## src/verilog/wcmp_pkg.sv

```systemverilog
// shared widths, register map and bundles; 16-bit vectors with 1-bit weights only
package wcmp_pkg;

    localparam int VEC_WIDTH = 16;
    // a sum can reach VEC_WIDTH itself
    localparam int SUM_WIDTH = 5;
    localparam int CNT_WIDTH = $clog2(VEC_WIDTH);
    localparam int ADR_WIDTH = 3;
    localparam int DAT_WIDTH = 32;

    // word addresses
    localparam logic [ADR_WIDTH-1:0] ADR_VEC_A  = 3'd0;
    localparam logic [ADR_WIDTH-1:0] ADR_VEC_B  = 3'd1;
    localparam logic [ADR_WIDTH-1:0] ADR_WEIGHT = 3'd2;
    localparam logic [ADR_WIDTH-1:0] ADR_CTRL   = 3'd3;
    localparam logic [ADR_WIDTH-1:0] ADR_STATUS = 3'd4;
    localparam logic [ADR_WIDTH-1:0] ADR_SUMS   = 3'd5;

    // command bits and readback placement
    localparam int CTRL_START_BIT = 0;
    localparam int STATUS_CLR_BIT = 1;
    localparam int SUMB_LSB       = 8;

    typedef struct packed {
        logic                 cyc;
        logic                 stb;
        logic                 we;
        logic [ADR_WIDTH-1:0] adr;
        logic [DAT_WIDTH-1:0] dat;
    } wb_req_t;

    typedef struct packed {
        logic                 ack;
        logic [DAT_WIDTH-1:0] dat;
    } wb_rsp_t;

    typedef struct packed {
        logic [VEC_WIDTH-1:0] vec_a;
        logic [VEC_WIDTH-1:0] vec_b;
        logic [VEC_WIDTH-1:0] weight;
    } wcmp_job_t;

    typedef struct packed {
        logic [SUM_WIDTH-1:0] sum_a;
        logic [SUM_WIDTH-1:0] sum_b;
    } wcmp_sums_t;

    typedef struct packed {
        logic busy;
        logic done;
        logic gt;
        logic eq;
        logic lt;
    } wcmp_status_t;

endpackage
```

## src/verilog/wcmp_top.sv

```systemverilog
// weighted comparator peripheral; single Wishbone classic slave, level irq on done
module wcmp_top (
    input  logic              clk,
    input  logic              rst,
    input  wcmp_pkg::wb_req_t wb_in,
    output wcmp_pkg::wb_rsp_t wb_out,
    output logic              irq
);

    wcmp_pkg::wcmp_job_t    job;
    wcmp_pkg::wcmp_sums_t   eng_sums;
    wcmp_pkg::wcmp_sums_t   res_sums;
    wcmp_pkg::wcmp_status_t status;
    logic                   start;
    logic                   clear_done;
    logic                   busy;
    logic                   eng_done;

    // bus side
    wcmp_wb_regs u_regs (
        .clk        (clk),
        .rst        (rst),
        .wb_in      (wb_in),
        .status     (status),
        .sums       (res_sums),
        .wb_out     (wb_out),
        .job        (job),
        .start      (start),
        .clear_done (clear_done)
    );

    wcmp_sum_engine u_engine (
        .clk   (clk),
        .rst   (rst),
        .start (start),
        .job   (job),
        .busy  (busy),
        .done  (eng_done),
        .sums  (eng_sums)
    );

    // stored outcome and interrupt
    wcmp_result u_result (
        .clk        (clk),
        .rst        (rst),
        .done_in    (eng_done),
        .busy       (busy),
        .sums_in    (eng_sums),
        .clear_done (clear_done),
        .sums       (res_sums),
        .status     (status),
        .irq        (irq)
    );

endmodule

```

## src/verilog/wcmp_result.sv

```systemverilog
// result store; done wins over a clear arriving in the same clock
module wcmp_result (
    input  logic                   clk,
    input  logic                   rst,
    input  logic                   done_in,
    input  logic                   busy,
    input  wcmp_pkg::wcmp_sums_t   sums_in,
    input  logic                   clear_done,
    output wcmp_pkg::wcmp_sums_t   sums,
    output wcmp_pkg::wcmp_status_t status,
    output logic                   irq
);

    logic done_q;
    logic gt_q;
    logic eq_q;
    logic lt_q;

    always_ff @(posedge clk or posedge rst) begin
        if (rst) begin
            sums   <= '0;
            done_q <= 1'b0;
            gt_q   <= 1'b0;
            eq_q   <= 1'b0;
            lt_q   <= 1'b0;
        end else if (done_in) begin
            sums   <= sums_in;
            done_q <= 1'b1;
            gt_q   <= (sums_in.sum_a > sums_in.sum_b);
            eq_q   <= (sums_in.sum_a == sums_in.sum_b);
            lt_q   <= (sums_in.sum_a < sums_in.sum_b);
        end else if (clear_done) begin
            // outcome and sums stay for readback
            done_q <= 1'b0;
        end
    end

    assign status.busy = busy;
    assign status.done = done_q;
    assign status.gt   = gt_q;
    assign status.eq   = eq_q;
    assign status.lt   = lt_q;

    // level interrupt
    assign irq = done_q;

endmodule

```

## src/verilog/wcmp_sum_engine.sv

```systemverilog
// serial weighted sums of both vectors, one bit position per clock; start ignored while busy
module wcmp_sum_engine (
    input  logic                 clk,
    input  logic                 rst,
    input  logic                 start,
    input  wcmp_pkg::wcmp_job_t  job,
    output logic                 busy,
    output logic                 done,
    output wcmp_pkg::wcmp_sums_t sums
);

    wcmp_pkg::wcmp_job_t            job_q;
    logic [wcmp_pkg::CNT_WIDTH-1:0] cnt;
    logic [wcmp_pkg::SUM_WIDTH-1:0] acc_a;
    logic [wcmp_pkg::SUM_WIDTH-1:0] acc_b;
    logic [wcmp_pkg::SUM_WIDTH-1:0] nxt_a;
    logic [wcmp_pkg::SUM_WIDTH-1:0] nxt_b;
    logic                           bit_a;
    logic                           bit_b;
    logic                           last;

    // a bit counts only where the weight is set
    assign bit_a = job_q.vec_a[cnt] & job_q.weight[cnt];
    assign bit_b = job_q.vec_b[cnt] & job_q.weight[cnt];

    assign nxt_a = acc_a + wcmp_pkg::SUM_WIDTH'(bit_a);
    assign nxt_b = acc_b + wcmp_pkg::SUM_WIDTH'(bit_b);

    assign last = (cnt == wcmp_pkg::CNT_WIDTH'(wcmp_pkg::VEC_WIDTH - 1));

    // final position folded in during the done cycle
    assign done       = busy && last;
    assign sums.sum_a = nxt_a;
    assign sums.sum_b = nxt_b;

    // busy doubles as the idle/run state
    always_ff @(posedge clk or posedge rst) begin
        if (rst) begin
            job_q <= '0;
            busy  <= 1'b0;
            cnt   <= '0;
            acc_a <= '0;
            acc_b <= '0;
        end else if (!busy) begin
            if (start) begin
                job_q <= job;
                busy  <= 1'b1;
                cnt   <= '0;
                acc_a <= '0;
                acc_b <= '0;
            end
        end else begin
            acc_a <= nxt_a;
            acc_b <= nxt_b;
            cnt   <= cnt + 1'b1;
            if (last) begin
                busy <= 1'b0;
            end
        end
    end

endmodule

```

## src/verilog/wcmp_wb_regs.sv

```systemverilog
// Wishbone classic slave, one ack per request; no byte selects, bursts or error responses
module wcmp_wb_regs (
    input  logic                   clk,
    input  logic                   rst,
    input  wcmp_pkg::wb_req_t      wb_in,
    input  wcmp_pkg::wcmp_status_t status,
    input  wcmp_pkg::wcmp_sums_t   sums,
    output wcmp_pkg::wb_rsp_t      wb_out,
    output wcmp_pkg::wcmp_job_t    job,
    output logic                   start,
    output logic                   clear_done
);

    logic                           ack;
    logic [wcmp_pkg::DAT_WIDTH-1:0] rd_dat;
    logic [wcmp_pkg::DAT_WIDTH-1:0] rd_mux;
    logic                           req;
    logic                           wr;
    logic                           go_pend;

    // new request seen only while ack is low
    assign req = wb_in.cyc && wb_in.stb && !ack;
    assign wr  = req && wb_in.we;

    assign wb_out.ack = ack;
    assign wb_out.dat = rd_dat;

    always_comb begin
        rd_mux = '0;
        case (wb_in.adr)
            wcmp_pkg::ADR_VEC_A: begin
                rd_mux[wcmp_pkg::VEC_WIDTH-1:0] = job.vec_a;
            end
            wcmp_pkg::ADR_VEC_B: begin
                rd_mux[wcmp_pkg::VEC_WIDTH-1:0] = job.vec_b;
            end
            wcmp_pkg::ADR_WEIGHT: begin
                rd_mux[wcmp_pkg::VEC_WIDTH-1:0] = job.weight;
            end
            wcmp_pkg::ADR_STATUS: begin
                rd_mux[4:0] = {status.lt, status.eq, status.gt, status.done, status.busy};
            end
            wcmp_pkg::ADR_SUMS: begin
                rd_mux[wcmp_pkg::SUM_WIDTH-1:0] = sums.sum_a;
                rd_mux[wcmp_pkg::SUMB_LSB +: wcmp_pkg::SUM_WIDTH] = sums.sum_b;
            end
            default: begin
                rd_mux = '0;
            end
        endcase
    end

    always_ff @(posedge clk or posedge rst) begin
        if (rst) begin
            ack        <= 1'b0;
            rd_dat     <= '0;
            job        <= '0;
            go_pend    <= 1'b0;
            start      <= 1'b0;
            clear_done <= 1'b0;
        end else begin
            ack <= req;
            // start leaves one clock after the write is taken
            go_pend <= wr && (wb_in.adr == wcmp_pkg::ADR_CTRL)
                       && wb_in.dat[wcmp_pkg::CTRL_START_BIT];
            start <= go_pend;
            clear_done <= wr && (wb_in.adr == wcmp_pkg::ADR_STATUS)
                          && wb_in.dat[wcmp_pkg::STATUS_CLR_BIT];
            if (req && !wb_in.we) begin
                rd_dat <= rd_mux;
            end
            if (wr) begin
                case (wb_in.adr)
                    wcmp_pkg::ADR_VEC_A: begin
                        job.vec_a <= wb_in.dat[wcmp_pkg::VEC_WIDTH-1:0];
                    end
                    wcmp_pkg::ADR_VEC_B: begin
                        job.vec_b <= wb_in.dat[wcmp_pkg::VEC_WIDTH-1:0];
                    end
                    wcmp_pkg::ADR_WEIGHT: begin
                        job.weight <= wb_in.dat[wcmp_pkg::VEC_WIDTH-1:0];
                    end
                    default: begin
                        // read-only and command addresses keep no storage
                    end
                endcase
            end
        end
    end

endmodule

```

## config.mk

```make
export PLATFORM = sky130hd
export DESIGN_NAME = wcmp_top
export DESIGN_NICKNAME = d
export VERILOG_FILES = /design/src/verilog/wcmp_pkg.sv /design/src/verilog/wcmp_top.sv /design/src/verilog/wcmp_result.sv /design/src/verilog/wcmp_sum_engine.sv /design/src/verilog/wcmp_wb_regs.sv
export SDC_FILE = /design/constraint.sdc
export NUM_CORES = 1
export LEC_CHECK = 0
export BUFFER_PORTS_ARGS = -buffer_cell sky130_fd_sc_hd__buf_4
export CORE_MARGIN = 4
export CORE_UTILIZATION = 35
export DETAILED_ROUTE_END_ITERATION = 8
export PLACE_DENSITY_LB_ADDON = 0.2
export SYNTH_ARGS = -nofsm -noshare
export SYNTH_HDL_FRONTEND = slang
export SYNTH_SLANG_ARGS = --single-unit
```

## constraint.sdc

```tcl
create_clock -name clk -period 4.1 [get_ports clk]
set_input_delay 0.41 -clock clk [delete_from_list [all_inputs] [get_ports clk]]
set_output_delay 0.41 -clock clk [all_outputs]
set_load 0.02 [all_outputs]
```

==> impl_metrics.json <==
{
  "status": "complete, no violations",
  "ir_worst_vdd_uv": 304,
  "dieArea_um2": 21400,
  "initial_core_util_pct": 35.7,
  "path_cells": "buf_4 > mux4_1 > mux4_2 > and2_1 > ha_1 > ha_1 > inv_1 > ha_1 > nor2b_1 > or3_1 > and4_1 > o31a_1",
  "fillers": 1773,
  "met1_usage_pct": 20.9,
  "critPathMaxFanout": 15,
  "critPathTopFamily": "multiplexers",
  "postRouteAntennaNets": 0,
  "yosys_register_bits": 145,
  "gp_congestion": 0.775,
  "netlist_area_um2": 6700,
  "powerDensity_nw_per_um2": 477,
  "cts_resized": 0,
  "cts_buffers": 17,
  "max_stage_delay_ns": 0.63,
  "clock-root-buffer": "clkbuf_16",
  "io_buffers": 41,
  "wirelength_um": 15000,
  "tns_ns": 0,
  "clk_pin_slew_ns": 0.06,
  "synth_ff_type": "dfrtp_1",
  "drc": 0,
  "dpl.hpwl_um": 9910,
  "drv_cap": 0,
  "ys_seq_area_share_pct": 54.1,
  "yosysWarningCount": 0,
  "synth-edff-count": 0,
  "tightestPinTransition_ns": 1.04,
  "utilization_pct": 41.1,
  "fin_skew_ns": 0.0161,
  "critPathLaunchType": "flop",
  "slowest_stage": "mux4_1",
  "setup_viol": 0,
  "yosysUniqueCellTypes": 44,
  "critical_path_arrival_ns": 4.05,
  "fmax_ghz": 0.267,
  "clock_latency_ns": 0.42,
  "vias": 4036,
  "rsz0062_at_grt": "no",
  "final_max_slew_viol_count": 0,
  "antenna_found_initial": 0,
  "avgSynthCellArea_um2": 13.2,
  "cts_setup_buffers": 0,
  "htreeDepth": 4,
  "final.min_clock_period_ns": 3.74,
  "grt.total_usage_pct": 14.7,
  "crit_top_cell": "ha_1",
  "cp.required_ns": 4.41,
  "dp_cells": 757,
  "path_class": "flop to flop",
  "syn_inst": 506,
  "grt_pass1_vias": 4206,
  "area_delta_synth_final_pct": 15.0,
  "routedWlPerCell_um": 19.0,
  "antennaDiodeCount": 0,
  "final.period_utilization_pct": 91.3,
  "via_per_inst": 5.13,
  "max_slew_margin_pct": 30.3,
  "grt-ovfl-total": 0,
  "hold_violations": 0,
  "die_h_um": 146,
  "fin_cells": 787,
  "grtUsageMet2_pct": 22.3,
  "drtIter0Drc": 130,
  "dieWidth_um": 146,
  "total_power_mw": 3.68,
  "fin_nets": 589,
  "io_pins": 74,
  "grt_max_degree": 146,
  "grt_pass1_wl_um": 24200,
  "min_path_type": "input port to async pin",
  "end_kind": "flop",
  "seqCellArea_um2": 3630,
  "numClockSinks": 145,
  "cts_tree": "built",
  "rows": 50,
  "drtPass1Iterations": 4,
  "use_met3_pct": 3.88,
  "async_reset_ff_share_pct": 100,
  "drive_gt1_share_pct": 17.0,
  "multi_input_area_um2": 2840,
  "core_um2": 18800,
  "grt_busiest_layer": "met2",
  "postCtsHoldBufs": 0,
  "crit_buf_inv": 2,
  "clock_path_buffers": 2,
  "leakagePower_nw": 3.69
}
path summary, 6_finish.rpt:
| check | slack (ns) | end | cells after the start | start |
|---|---|---|---|---|
| max | 0.36 | u_result.gt_q$_DFFE_PP0P_ | 12 | u_engine.cnt[0]$_DFFE_PP0P_ |
| min | 0.21 | u_regs.rd_dat[6]$_DFFE_PP0P_ | 3 | rst |
| max reg2reg | 0.36 | u_result.gt_q$_DFFE_PP0P_ | 12 | u_engine.cnt[0]$_DFFE_PP0P_ |
| min reg2reg | 0.35 | u_regs.start$_DFF_PP0_ | 0 | u_regs.go_pend$_DFF_PP0_ |
| max in group asynchronous | 3.31 | u_regs.job[43]$_DFFE_PP0P_ | 3 | rst |
| min in group clk | 0.22 | u_regs.job[41]$_DFFE_PP0P_ | 2 | wb_in[9] |
final cells by class:
cell class              instances  area share, %
multi-input cells             324           36.9
clock buffers                  25           6.69
inverters                       5          0.292
clock inverters                 5          0.357
well taps                     234           3.80
repair buffers                 49           4.93
flip-flops and latches        145           47.1
flip-flops by register name (all words and copies together), names as in the netlist, 4 cells and up:
name,flops
u_engine.acc_b,5
u_regs.job,48
u_engine.acc_a,5
u_result.sums,10
u_regs.rd_dat,16
u_engine.job_q,48
u_engine.cnt,4
power breakdown:
part	total, mW	leakage [nW]	internal, mW	switching (mW)
Sequential	1.76	1.95	1.59	0.164
Combinational	0.495	1.48	0.256	0.238
Clock	1.43	0.271	0.859	0.569
worst min-delay path, delay by kind of cell:
kind     cells  cell delay [ns]
buf+inv      3             0.72
layer usage:
| layer | routed length, um | part of all wire (%) |
|---|---|---|
| met5 | 0 | 0 |
| met1 | 7370 | 49 |
| met2 | 6840 | 46 |
| met3 | 623 | 4.2 |
| met4 | 122 | 0.82 |
Yosys cell counts (8+ instances only):
library cell / n / area, um^2
nand3_1: 9 / 45.0
nand2_1: 35 / 131
dfrtp_1: 145 / 3630
o21ai_1: 29 / 145
buf_4: 18 / 135
nor2b_1: 12 / 75.1
a21oi_1: 9 / 45.0
mux2_1: 99 / 1110
nand2b_1: 8 / 50.1
mux4_2: 12 / 270
clkbuf_1: 17 / 63.8
a22o_1: 8 / 70.1
mux2i_1: 14 / 140
cells by family after synthesis:
kind of cell    count (synthesis)  synth area share, %
buf+inv                        52                 4.41
mux                           132                 25.5
other cells                     1               0.0559
compound gates                 69                 6.33
xor+xnor                       11                 1.44
flops                         145                 54.1
simple gates                   88                 6.68
fa+ha+maj                       8                 1.46
stage by stage:
step	hold slack (ns)	instance area, um^2	worst slack, ns
2_1_floorplan	0.331	6760	0.614
3_3_place_gp	0.333	7170	0.385
3_5_place_dp	0.337	7170	0.347
4_1_cts	0.201	7710	0.319
5_1_grt	0.202	7710	0.160
6_report	0.212	7710	0.357
cell usage in the layout (no fill, tap or decap), drive strengths merged, types with 5 or more instances in the layout:
cell type	Yosys	final
ha	7	7
nand3	9	9
o21ai	31	31
a31oi	6	6
nand2	35	35
nor2b	12	12
buf	30	49
mux4	19	19
nand2b	8	8
nor2	8	8
a22o	8	8
dfrtp	145	145
mux2i	14	14
xnor2	6	6
a21oi	9	9
o21a	6	6
clkbuf	17	25
conb	1	16
xor2	5	5
mux2	99	99
Note: power is estimated with default switching activity, not from simulation.
